### src/fpFmtPkg.sv
// floating point format definitions
`default_nettype none

package fpFmtPkg;

  ////////////////////
  // field widths
  ////////////////////

  localparam int expBits     = 11;  // double exponent
  localparam int fracBits    = 52;  // double fraction
  localparam int sglFracBits = 23;  // single fraction
  localparam int normBits    = 56;  // fraction + guard + round + 2 sticky positions

  // bit positions inside the normalized fraction
  localparam int dblLsbPos = normBits - fracBits;     // double lsb, bit 4
  localparam int sglLsbPos = normBits - sglFracBits;  // single lsb, bit 33

  ////////////////////
  // types
  ////////////////////

  typedef logic [0:0]            fmtT;       // 0 single, 1 double
  typedef logic [expBits+1:0]    extExpT;    // exponent plus overflow and sign bits
  typedef logic [normBits-1:0]   normFracT;  // normalized fraction from the shifter
  typedef logic [fracBits-1:0]   fracT;      // result fraction

  // format codes
  localparam fmtT fmtSingle = 1'b0;
  localparam fmtT fmtDouble = 1'b1;

endpackage

`default_nettype wire

### src/roundCtlPkg.sv
// rounding control definitions
`default_nettype none

package roundCtlPkg;

  typedef logic [2:0] frmT;  // rounding mode field

  ////////////////////
  // rounding modes
  ////////////////////

  localparam frmT rmNearEven = 3'd0;  // nearest, ties to even
  localparam frmT rmToZero   = 3'd1;  // truncate
  localparam frmT rmDown     = 3'd2;  // toward -inf
  localparam frmT rmUp       = 3'd3;  // toward +inf
  localparam frmT rmNearMax  = 3'd4;  // nearest, ties away from zero

  // codes 5..7 are reserved and round like rmToZero

endpackage

`default_nettype wire

### src/roundDecode.sv
// rounder decode stage
`timescale 1ns/1ps
`default_nettype none

module roundDecode import fpFmtPkg::*, roundCtlPkg::*; (
  input  logic     clk,
  input  logic     rstN,
  // upstream link
  input  logic     inValid,
  output logic     inReady,
  input  logic     inSign,     // normalized sign
  input  fmtT      inFmt,      // output format
  input  frmT      inFrm,      // rounding mode
  input  extExpT   inExp,      // exponent, bit 12 set on underflow shift
  input  normFracT inFrac,     // normalized fraction
  input  logic     inSticky,   // sticky from addend / remainder
  // downstream link
  output logic     decValid,
  input  logic     decReady,
  output logic     decSign,
  output fmtT      decFmt,
  output frmT      decFrm,
  output extExpT   decExp,
  output fracT     decFrac,    // trimmed to double width
  output logic     decLsb,
  output logic     decGuard,
  output logic     decRound,
  output logic     decSticky
);

  logic isDbl;      // double selected
  logic lsbBit;     // lsb of the selected format
  logic guardBit;   // first bit below lsb
  logic roundBit;   // second bit below lsb
  logic dblTail;    // bits below the double round bit
  logic sglTail;    // bits between single round and double round (inclusive)
  logic stickyBit;  // combined sticky

  assign isDbl = (inFmt == fmtDouble);

  ////////////////////
  // bit extraction
  ////////////////////

  assign lsbBit   = isDbl ? inFrac[dblLsbPos]   : inFrac[sglLsbPos];
  assign guardBit = isDbl ? inFrac[dblLsbPos-1] : inFrac[sglLsbPos-1];
  assign roundBit = isDbl ? inFrac[dblLsbPos-2] : inFrac[sglLsbPos-2];

  // sticky reduction
  // double only looks at the two lowest positions, single at everything below its round bit
  assign dblTail = |inFrac[dblLsbPos-3:0];
  assign sglTail = |inFrac[sglLsbPos-3:dblLsbPos-2];

  // exponent bit 12 means the shifter went past underflow and dropped bits
  assign stickyBit = inSticky | dblTail | (sglTail & ~isDbl) | inExp[expBits+1];

  ////////////////////
  // stage register
  ////////////////////

  assign inReady = ~decValid | decReady;  // empty or draining

  always_ff @(posedge clk or negedge rstN) begin
    if (!rstN) begin
      decValid <= 1'b0;
    end else if (inReady) begin
      decValid <= inValid;
    end
  end

  // payload, loads only on a transfer
  always_ff @(posedge clk) begin
    if (inValid && inReady) begin
      decSign   <= inSign;
      decFmt    <= inFmt;
      decFrm    <= inFrm;
      decExp    <= inExp;
      decFrac   <= inFrac[normBits-1 -: fracBits];  // top bits are the double fraction
      decLsb    <= lsbBit;
      decGuard  <= guardBit;
      decRound  <= roundBit;
      decSticky <= stickyBit;
    end
  end

endmodule

`default_nettype wire

### src/roundExec.sv
// rounder increment decision stage
`timescale 1ns/1ps
`default_nettype none

module roundExec import fpFmtPkg::*, roundCtlPkg::*; (
  input  logic   clk,
  input  logic   rstN,
  // upstream link
  input  logic   decValid,
  output logic   decReady,
  input  logic   decSign,
  input  fmtT    decFmt,
  input  frmT    decFrm,
  input  extExpT decExp,
  input  fracT   decFrac,
  input  logic   decLsb,
  input  logic   decGuard,
  input  logic   decRound,
  input  logic   decSticky,
  // downstream link
  output logic   exeValid,
  input  logic   exeReady,
  output logic   exeSign,
  output fmtT    exeFmt,
  output extExpT exeExp,
  output fracT   exeFrac,
  output logic   exeGuard,
  output logic   exeRound,
  output logic   exeSticky,
  output logic   exePlus1   // add one at the format lsb
);

  logic calcPlus1;  // raw increment from the mode
  logic inexact;    // any bit lost below lsb
  logic plus1;

  // increment per rounding mode
  always_comb begin
    case (decFrm)
      rmNearEven: calcPlus1 = decGuard & (decRound | decSticky | decLsb);  // ties to even
      rmToZero:   calcPlus1 = 1'b0;
      rmDown:     calcPlus1 = decSign;   // negative grows in magnitude
      rmUp:       calcPlus1 = ~decSign;  // positive grows in magnitude
      rmNearMax:  calcPlus1 = decGuard;  // ties away
      default:    calcPlus1 = 1'b0;      // reserved codes truncate
    endcase
  end

  // exact results never round
  assign inexact = decGuard | decRound | decSticky;
  assign plus1   = calcPlus1 & inexact;

  ////////////////////
  // stage register
  ////////////////////

  assign decReady = ~exeValid | exeReady;

  always_ff @(posedge clk or negedge rstN) begin
    if (!rstN) begin
      exeValid <= 1'b0;
    end else if (decReady) begin
      exeValid <= decValid;
    end
  end

  always_ff @(posedge clk) begin
    if (decValid && decReady) begin
      exeSign   <= decSign;
      exeFmt    <= decFmt;
      exeExp    <= decExp;
      exeFrac   <= decFrac;
      exeGuard  <= decGuard;
      exeRound  <= decRound;
      exeSticky <= decSticky;
      exePlus1  <= plus1;
    end
  end

endmodule

`default_nettype wire

### src/roundResult.sv
// rounder result stage
`timescale 1ns/1ps
`default_nettype none

module roundResult import fpFmtPkg::*; (
  input  logic   clk,
  input  logic   rstN,
  // upstream link
  input  logic   exeValid,
  output logic   exeReady,
  input  logic   exeSign,
  input  fmtT    exeFmt,
  input  extExpT exeExp,
  input  fracT   exeFrac,
  input  logic   exeGuard,
  input  logic   exeRound,
  input  logic   exeSticky,
  input  logic   exePlus1,
  // result link
  output logic   outValid,
  input  logic   outReady,
  output logic   outSign,
  output extExpT outExp,    // full exponent, receiver slices what it needs
  output fracT   outFrac,
  output logic   outGuard,
  output logic   outRound,
  output logic   outSticky,
  output logic   outPlus1
);

  logic                      isSgl;
  logic [expBits+fracBits+1:0] roundAdd;  // increment lined up with {exp, frac}
  extExpT                    sumExp;
  fracT                      sumFrac;

  assign isSgl = (exeFmt == fmtSingle);

  ////////////////////
  // increment
  ////////////////////

  // single lsb sits at fraction bit fracBits-sglFracBits, double lsb at bit 0
  assign roundAdd = {{(expBits+1+sglFracBits){1'b0}}, exePlus1 & isSgl,
                     {(fracBits-sglFracBits-1){1'b0}}, exePlus1 & ~isSgl};

  // fraction overflow ripples into the exponent
  assign {sumExp, sumFrac} = {exeExp, exeFrac} + roundAdd;

  ////////////////////
  // stage register
  ////////////////////

  assign exeReady = ~outValid | outReady;

  always_ff @(posedge clk or negedge rstN) begin
    if (!rstN) begin
      outValid <= 1'b0;
    end else if (exeReady) begin
      outValid <= exeValid;
    end
  end

  always_ff @(posedge clk) begin
    if (exeValid && exeReady) begin
      outSign   <= exeSign;
      outExp    <= sumExp;
      outFrac   <= sumFrac;   // low bits below single lsb unchanged
      outGuard  <= exeGuard;
      outRound  <= exeRound;
      outSticky <= exeSticky;
      outPlus1  <= exePlus1;
    end
  end

endmodule

`default_nettype wire

### src/fpRounder.sv
// pipelined floating point rounder
`timescale 1ns/1ps
`default_nettype none

module fpRounder import fpFmtPkg::*, roundCtlPkg::*; (
  input  logic     clk,
  input  logic     rstN,
  input  logic     inValid,
  output logic     inReady,
  input  logic     inSign,
  input  fmtT      inFmt,
  input  frmT      inFrm,
  input  extExpT   inExp,
  input  normFracT inFrac,
  input  logic     inSticky,
  output logic     outValid,
  input  logic     outReady,
  output logic     outSign,
  output extExpT   outExp,
  output fracT     outFrac,
  output logic     outGuard,
  output logic     outRound,
  output logic     outSticky,
  output logic     outPlus1
);

  // decode -> exec
  logic   decValid, decReady, decSign;
  fmtT    decFmt;
  frmT    decFrm;
  extExpT decExp;
  fracT   decFrac;
  logic   decLsb, decGuard, decRound, decSticky;

  // exec -> result
  logic   exeValid, exeReady, exeSign;
  fmtT    exeFmt;
  extExpT exeExp;
  fracT   exeFrac;
  logic   exeGuard, exeRound, exeSticky, exePlus1;

  roundDecode decode_i (
    .clk, .rstN,
    .inValid, .inReady, .inSign, .inFmt, .inFrm, .inExp, .inFrac, .inSticky,
    .decValid, .decReady, .decSign, .decFmt, .decFrm, .decExp, .decFrac,
    .decLsb, .decGuard, .decRound, .decSticky
  );

  roundExec exec_i (
    .clk, .rstN,
    .decValid, .decReady, .decSign, .decFmt, .decFrm, .decExp, .decFrac,
    .decLsb, .decGuard, .decRound, .decSticky,
    .exeValid, .exeReady, .exeSign, .exeFmt, .exeExp, .exeFrac,
    .exeGuard, .exeRound, .exeSticky, .exePlus1
  );

  roundResult result_i (
    .clk, .rstN,
    .exeValid, .exeReady, .exeSign, .exeFmt, .exeExp, .exeFrac,
    .exeGuard, .exeRound, .exeSticky, .exePlus1,
    .outValid, .outReady, .outSign, .outExp, .outFrac,
    .outGuard, .outRound, .outSticky, .outPlus1
  );

endmodule

`default_nettype wire

### config.mk
export PLATFORM = sky130hd
export DESIGN_NAME = fpRounder
export DESIGN_NICKNAME = d
export VERILOG_FILES = /design/src/fpFmtPkg.sv /design/src/roundCtlPkg.sv /design/src/roundDecode.sv /design/src/roundExec.sv /design/src/roundResult.sv /design/src/fpRounder.sv
export SDC_FILE = /design/constraint.sdc
export NUM_CORES = 1
export LEC_CHECK = 0
export BUFFER_PORTS_ARGS = -buffer_cell sky130_fd_sc_hd__buf_2
export CAP_MARGIN = 5
export CORE_MARGIN = 2
export CORE_UTILIZATION = 50
export DETAILED_ROUTE_END_ITERATION = 10
export HOLD_SLACK_MARGIN = 0.08
export PLACE_DENSITY = 0.73
export REMOVE_ABC_BUFFERS = 1
export SLEW_MARGIN = 20
export SYNTH_ARGS = -nofsm -noshare
export SYNTH_HDL_FRONTEND = slang
export SYNTH_SLANG_ARGS = --single-unit
### constraint.sdc
create_clock -name clk -period 4 [get_ports clk]
set_input_delay 0.8 -clock clk [delete_from_list [all_inputs] [get_ports clk]]
set_output_delay 0.8 -clock clk [all_outputs]
set_load 0.01 [all_outputs]
* Word level (Yosys, flattened, before mapping)
Index checks and enable logic that the tools add are counted.
** Storage, ports and cells
- Word-level logic and storage cells :: 62
- Register bits after elaboration :: 218
- Output and inout port bits :: 72
** Operators by class
- Muxes and demuxes :: 4
- $add $sub $neg :: 1
- Reduce and logical (&&, ||, !) cells :: 6
- Equal/unequal tests :: 3
- Bitwise logic cells :: 21
** Operator list (count)
- adder 65 x 30 -> 65 bit :: 1
- OR reduction 29 bit :: 1
- OR 1 bit :: 10
- equality test 3 x 2 -> 1 bit, second input constant :: 2
- inverter 1 bit :: 6
- bitwise AND 1 bit :: 5
- case mux 1 bit (4 select lines) :: 1
- equality test 3 bit, second input constant :: 1
- logical AND 1 bit :: 3
- logical NOT 3 bit :: 1
- two-way mux 1 bit :: 3
- OR reduction 2 bit :: 1

* Logic depth before layout (Yosys ltp)
Gate-level depths: netlist (run 1).
- Word-level depth :: 5
- Depth in mapped cells :: 11
- Gate-level depth less buffers :: 8

* Modules after synthesis
Synthesis (run 1) repeated with hierarchy kept, for this count alone.
** Second synthesis, totals
- Cells, all modules :: 448
- Area, all modules :: 8229.1 µm²
** By module, submodules not included
- roundResult :: area an instance 3631.0 µm², times used 1, cells an instance 273
- roundDecode :: area an instance 2379.8 µm², times used 1, cells an instance 94
- roundExec :: area an instance 2218.4 µm², times used 1, cells an instance 81

* Least setup slack after synthesis (run 1)
No wires, ideal clock.
- Path type :: in2reg
- From :: input outReady
- To :: register decode_i.decExp[0] (enable)
- Cell stages on the path :: 3
- Required time :: 3560 ps
- Data arrival time :: 2768 ps
- Path slack :: 792 ps
- Library setup time :: 440 ps
- Cell sequence :: nor2b_1 -> nand3_1 -> and2_1
** Between the ends
- Cells in the longest elaborated chain, start to end :: 4
** RTL lines
- start, declared :: RTL line fpRounder.sv:17 : input logic outReady,
- OR 1 bit :: RTL line roundResult.sv:53 : assign exeReady = ~outValid | outReady;
- OR 1 bit :: RTL line roundExec.sv:57 : assign decReady = ~exeValid | exeReady;
- OR 1 bit :: RTL line roundDecode.sv:61 : assign inReady = ~decValid | decReady;
- net inReady :: RTL line fpRounder.sv:9 : output logic inReady,
- logical AND 1 bit :: RTL line roundDecode.sv:73 : if (inValid && inReady) begin
- end signal, assigned :: RTL line roundDecode.sv:77 : decExp <= inExp;
- end, declared :: RTL line roundDecode.sv:23 : output extExpT decExp,
The timed path passes the listed nets, and every way through them passes these cells.
A chain may end at the register's enable or synchronous reset.

* Worst setup path after layout (run 1)
- From :: register exec_i.exePlus1
- To :: register result_i.outExp[6], data pin
** Between the ends
- Cells in the longest elaborated chain, start to end :: 2
** RTL lines
- start, declared :: RTL line roundExec.sv:30 : output logic exePlus1
- start signal, assigned :: RTL line roundExec.sv:76 : exePlus1 <= plus1;
- bitwise AND 1 bit, on equally long branches :: RTL line roundResult.sv:44, roundResult.sv:43
- adder 65 x 30 -> 65 bit (*) :: RTL line roundResult.sv:47 : assign {sumExp, sumFrac} = {exeExp, exeFrac} + roundAdd;
- net result_i.sumExp[6] :: RTL line roundResult.sv:33 : extExpT sumExp;
- end signal, assigned :: RTL line roundResult.sv:66 : outExp <= sumExp;
- end, declared :: RTL line roundResult.sv:23 : output extExpT outExp,
Mark *: on every way through the listed nets, which the timed path passes. The rest lies on a longest branch.

==> run_results.csv, run 1 <==
group,metric,value,unit
hold_path,hp-class,"flip-flop to flip-flop",
timing,slew_headroom,29.4,%
global_route,track_usage,16.6,%
logic_synthesis,syn_avg_cell_area,17.7,µm²
pwr,p_per_area,523,nW/µm²
pwr,ir_drop,357,µV
logic_synthesis,ys_warn_count,0,
drt,postRouteAntennaNets,0,
floorplan,pin_count,151,
hold_path,min_path_cells,0,
logic_synthesis,ys_async_sr_fraction,1.38,%
clocking,clock-sinks,218,
clocking,ctsLongestPathBuffers,3,
timing,grt_setup_unrepaired,"no",
floorplan,core,15900,µm²
critical_path,endpoint_kind,"flip-flop",
floorplan,die_y,132,µm
logic_synthesis,yosys_register_bits,218,
global_route,grt_antenna_before_repair,2,
logic_synthesis,yosys.area.top_type,"edfxtp_1",
logic_synthesis,synth_edf_count,215,
flow_run,cap_violations,0,
placed_design,place.port_buffers,150,
floorplan,die_area,17400,µm²
drt,avgRoutedWirePerCell,16.9,µm
final_layout,final_cell_area,9840,µm²
timing,fin_crit_sh,81.1,%
clocking,root_buffer,"clkbuf_16",
timing,setup_tns,0,ns
timing,final-setup-viol-count,0,
placed_design,dp_slack,0.772,ns
final_layout,final_nets,709,
drt,drt_iter0_drc,325,
global_route,grt_pass1_vias,4574,
status,outcome,"finished clean",
timing,max_slew.worst_pin.slew,1.06,ns
timing,fmax,0.308,GHz
logic_synthesis,synth_cell_types,35,
timing,finClkSkew,0.0148,ns
floorplan,start_util,51.2,%
critical_path,cp.required,4.23,ns
critical_path,ff2ff_path_depth,8,
placed_design,dp_hpwl,9.91,mm
critical_path,crit_arrival,3.48,ns
floorplan,rows,46,
clocking,htreeDepth,1,
logic_synthesis,synth_area,8160,µm²
final_layout,post-route-util,61.7,%
final_layout,drive_above_1_share,29.8,%
final_layout,syn_to_final_growth,20.7,%
drt,first_pass_iters,5,
logic_synthesis,synth_seq_area_share,80.0,%
placed_design,gp_congestion,0.979,
drt,drt-vias-per-instance,5.24,
pwr,p_leak,0.00359,µW
logic_synthesis,synthCells,461,
drt,wl,14.5,mm
timing,hold_violations,0,
placed_design,place_area,9140,µm²
clocking,clkLatencyLatePin,0.50,ns
global_route,grt_start_max_net_pins,75,
timing,setup_ws,0.755,ns
clocking,cts_tree,"built",
timing,period_needed,3.24,ns
drt,route.detailed.drc,0,
global_route,grt_pass1_wl,22.7,mm
floorplan,die_w,132,µm
final_layout,final_common_cell,"edfxtp_1",
critical_path,critical_path_class,"flip-flop to flip-flop",
logic_synthesis,synth_area_leaders,"edfxtp_1, xor2_1, xnor2_1, nor4_1, nand3_1",
clocking,cts_made_buffers,22,
global_route,grt_overflow_total,0,
logic_synthesis,netlist.area_leader.share,79.1,%
drt,via_count,4504,
critical_path,startpoint_type,"flip-flop",
final_layout,mostFrequentLayoutCells,"edfxtp_1, buf_2, xor2_1",
critical_path,path_max_fanout,18,
timing,slew_violations,0,
clocking,clkTransAtPathRegs,0.06,ns
logic_synthesis,ys.flop_type,"edfxtp_1",
-- kinds of logic after synthesis --
group                      share of synthesized area, %
AOI/OAI and AO/OA                                 0.307
xor gates and xnor gates                           6.87
adders and majority gates                         0.460
buffers and inverters                             0.889
DFF                                                80.0
muxes                                             0.414
and+or+nand+nor                                    11.0
-- synth_stat cells (2+ instances only) --
| master | instances |
|---|---|
| edfxtp_1 | 215 |
| xor2_1 | 42 |
| nand3_1 | 23 |
| xnor2_1 | 22 |
| nand2_1 | 21 |
| nor4_1 | 21 |
| nor2_1 | 20 |
| nand4_1 | 17 |
| nor3_1 | 13 |
| and3_1 | 8 |
| inv_1 | 6 |
| and4_1 | 5 |
| clkbuf_1 | 5 |
| nand2b_1 | 5 |
| and2_1 | 4 |
| dfrtp_1 | 3 |
| ha_1 | 3 |
| mux2_2 | 3 |
| nor3b_1 | 3 |
| buf_6 | 2 |
| nor2b_1 | 2 |
| nor4_4 | 2 |
| nor4b_1 | 2 |
| nor4b_2 | 2 |
| or4_1 | 2 |
-- report_power, final --
group          total, µW  switching (µW)  internal [µW]  leakage (µW)
Combinational        345             217            128       0.00116
Clock               1930             791           1140      0.000332
Sequential          2870             100           2770       0.00210
Total               5150            1110           4040       0.00359
-- critical path: stages, from the launching register on --
cell and delay (ns):
edfxtp_1 0.37, and2_1 0.14, ha_1 0.20, ha_1 0.23, nand3_1 0.11, or4_1 0.66
o31a_1 0.68, nor4_1 0.46, xor2_1 0.12
-- through the flow --
stage / power (µW) / std cells / hold WS, ns
after floorplan: 3080 / 452 / 0.400
after global placement: 3250 / 818 / 0.401
after detailed placement: 3270 / 818 / 0.405
after CTS: 5180 / 857 / 0.0827
after global routing: 5320 / 860 / 0.421
final: 5150 / 860 / 0.416
-- sequential cells by signal, summed over array words and instances (netlist names), 3 cells and up --
name and count:
decode_i.decFrac 52, exec_i.exeFrac 52, result_i.outFrac 52, decode_i.decExp 13
exec_i.exeExp 13, result_i.outExp 13, decode_i.decFrm 3
-- layout make-up --
type	instances	area [µm²]
inverter	6	22.5
multi-input combinational	228	1570
antenna	2	5.00
timing repair buffer	151	761
sequential	218	6530
clock inverter	12	116
tap	216	270
clock buffer	27	569
fill	1157	6100
-- worst paths after layout --
check                                                   from                            end  slack (ns)
worst max-delay path               exec_i.exePlus1$_DFFE_PP_   result_i.outExp[6]$_DFFE_PP_        0.76
worst min-delay path            decode_i.decExp[6]$_DFFE_PP_     exec_i.exeExp[6]$_DFFE_PP_        0.42
worst max register to register     exec_i.exePlus1$_DFFE_PP_   result_i.outExp[6]$_DFFE_PP_        0.76
worst min register to register  decode_i.decExp[6]$_DFFE_PP_     exec_i.exeExp[6]$_DFFE_PP_        0.42
max in group asynchronous                               rstN    exec_i.exeValid$_DFFE_PN0P_        3.26
min in group asynchronous                               rstN  decode_i.decValid$_DFFE_PN0N_        0.63
-- metal layers --
layer  up-vias  part of all wire, %  GRT usage (%)
li1       2118                    -              -
met1      2157                   38           19.3
met2       178                   52           29.5
met3        51                  6.7           3.65
met4         0                  3.8           7.91
met5         -                    0              0
-- repair_timing --
item / in CTS / in global routing
buffers inserted: 0 / 0
hold endpoints to repair: 0 / 3
gates resized for setup: 0 / 0
setup endpoints to repair: 0 / 0
hold buffers: 0 / 1
(Power assumes the default switching activity.)
==> inputs of run 2 (changes only) <==
==> constraint.sdc (replaced) <==
create_clock -name clk -period 3.1 [get_ports clk]
set_input_delay 0.62 -clock clk [delete_from_list [all_inputs] [get_ports clk]]
set_output_delay 0.62 -clock clk [all_outputs]
set_load 0.01 [all_outputs]
==> run 2 against run 1 <==
Effect of this change: register-to-register slack lost 0.60 ns; highest routed layer unchanged; maximum frequency grew 10%; routed wire length shrank 1.9%; largest power group unchanged; worst setup slack lost 0.60 ns; first-iteration DRC count shrank 9.5%; sequential power grew 29%.
==> run_results.csv, run 2 (same netlist as run 1, synthesis figures left out) <==
group,metric,value,unit
status,outcome,"finished clean",
final_layout,final_common_cell,"edfxtp_1",
floorplan,die_area,17400,µm²
critical_path,critical_path_class,"flip-flop to flip-flop",
pwr,p_per_area,677,nW/µm²
critical_path,r2r_end,"result_i.outExp[6]$_DFFE_PP_",
placed_design,dp_hpwl,9.79,mm
final_layout,drive_above_1_share,32.1,%
clocking,clkTransAtPathRegs,0.06,ns
global_route,grt_start_max_net_pins,75,
timing,hold_slack,0.302,ns
clocking,clkLatencyLatePin,0.49,ns
placed_design,gp_congestion,0.986,
timing,fin_crit_sh,94.9,%
critical_path,reg2reg_from,"exec_i.exePlus1$_DFFE_PP_",
timing,hold_violations,0,
clocking,cts_tree,"built",
critical_path,critPathLaunch,"exec_i.exePlus1$_DFFE_PP_",
floorplan,die_w,132,µm
clocking,clock-sinks,218,
pwr,ir_drop,560,µV
drt,avgRoutedWirePerCell,16.5,µm
placed_design,dp_slack,0.0683,ns
placed_design,place_area,9160,µm²
clocking,root_buffer,"clkbuf_16",
critical_path,crit_chain,"and2_1 -> ha_1 -> ha_1 -> nand3_1 -> or4_4 -> o31a_1 -> buf_4 -> nor4_1 -> xor2_1",
drt,route.detailed.drc,0,
timing,grt_setup_unrepaired,"no",
timing,slew_violations,0,
global_route,grt_pass1_vias,4570,
critical_path,critPathBufInv,1,
timing,setup_ws,0.157,ns
critical_path,cp.depth,9,
clocking,ctsLongestPathBuffers,3,
floorplan,core,15900,µm²
critical_path,crit_top_cell,"ha_1",
critical_path,endpoint_kind,"flip-flop",
floorplan,pin_count,151,
drt,first_pass_iters,7,
critical_path,ff2ff_path_depth,9,
global_route,grt_pass1_wl,22.6,mm
clocking,postCtsSetupRepairBufs,0,
global_route,grt_overflow_total,0,
final_layout,post-route-util,62.2,%
critical_path,slowest_delay,0.60,ns
timing,slew_headroom,35.0,%
timing,fmax,0.340,GHz
timing,max_slew.worst_pin.slew,0.971,ns
critical_path,reg2reg_slack,0.16,ns
pwr,p_leak,0.00363,µW
critical_path,cpLargestDelayFamily,"simple AND/OR/NAND/NOR gates",
global_route,grt_antenna_before_repair,2,
timing,final-setup-viol-count,0,
final_layout,mostFrequentLayoutCells,"edfxtp_1, buf_2, xor2_1",
drt,via_count,4472,
clocking,htreeDepth,1,
final_layout,top_regs,"decode_i.decFrac (52), exec_i.exeFrac (52), result_i.outFrac (52)",
final_layout,syn_to_final_growth,21.6,%
drt,drt-vias-per-instance,5.18,
critical_path,crit_arrival,3.16,ns
critical_path,cp.required,3.32,ns
timing,period_needed,2.94,ns
floorplan,rows,46,
global_route,track_usage,16.4,%
timing,setup_tns,0,ns
drt,postRouteAntennaNets,0,
critical_path,path_max_fanout,18,
clocking,cts_made_buffers,22,
drt,drt_iter0_drc,294,
drt,wl,14.3,mm
timing,finClkSkew,0.0139,ns
floorplan,start_util,51.2,%
hold_path,hp-class,"primary input to flip-flop",
floorplan,die_y,132,µm
flow_run,cap_violations,0,
critical_path,slowest_stage,"or4_4",
critical_path,setup.worst_path.end,"result_i.outExp[6]$_DFFE_PP_",
critical_path,startpoint_type,"flip-flop",
final_layout,final_cell_area,9920,µm²
placed_design,place.port_buffers,150,
final_layout,final_nets,711,
[run 2: how the worst min path moves through the flow]
stage / from / to / slack (ns) / depth (start not counted)
floorplan: rstN / decode_i.decValid$_DFFE_PN0N_ / 0.32 / 0
global placement: decode_i.decExp[8]$_DFFE_PP_ / exec_i.exeExp[8]$_DFFE_PP_ / 0.40 / 0
detailed placement: decode_i.decExp[10]$_DFFE_PP_ / exec_i.exeExp[10]$_DFFE_PP_ / 0.40 / 0
CTS: inFrac[51] / decode_i.decFrac[47]$_DFFE_PP_ / 0.28 / 1
global route: inExp[4] / decode_i.decExp[4]$_DFFE_PP_ / 0.29 / 1
finish: inFrac[51] / decode_i.decFrac[47]$_DFFE_PP_ / 0.30 / 1
[run 2: area by class of cell]
cell class / instances / area [µm²]
Clock inverter: 17 / 151
Fill cell: 1165 / 6020
Timing Repair Buffer: 153 / 776
Multi-Input combinational cell: 228 / 1590
Clock buffer: 23 / 576
Sequential cell: 218 / 6530
Inverter: 6 / 22.5
Tap cell: 216 / 270
Antenna cell: 2 / 5.00
[run 2: stage by stage]
step / std cells / power [µW]
after floorplan: 452 / 3980
after global placement: 820 / 4190
after detailed placement: 820 / 4220
after CTS: 861 / 6790
after global routing: 863 / 6970
final: 863 / 6720
[run 2: power by group]
part           switching (µW)  internal [µW]
sequential                126           3570
clock                    1040           1530
combinational             284            166
[run 2: metal layers]
metal | GRT usage (%) | vias up | wire length [µm]
met3 | 4.15 | 43 | 1080
met1 | 18.6 | 2133 | 5230
met5 | 0 | - | 0
li1 | - | 2115 | -
met2 | 29.1 | 181 | 7430
met4 | 7.85 | 0 | 535
[run 2: what timing repair did]
action	CTS	global route
hold buffers	1	0
gates resized for setup	0	4
endpoints found under the setup margin	0	7
endpoints found under the hold margin	3	0
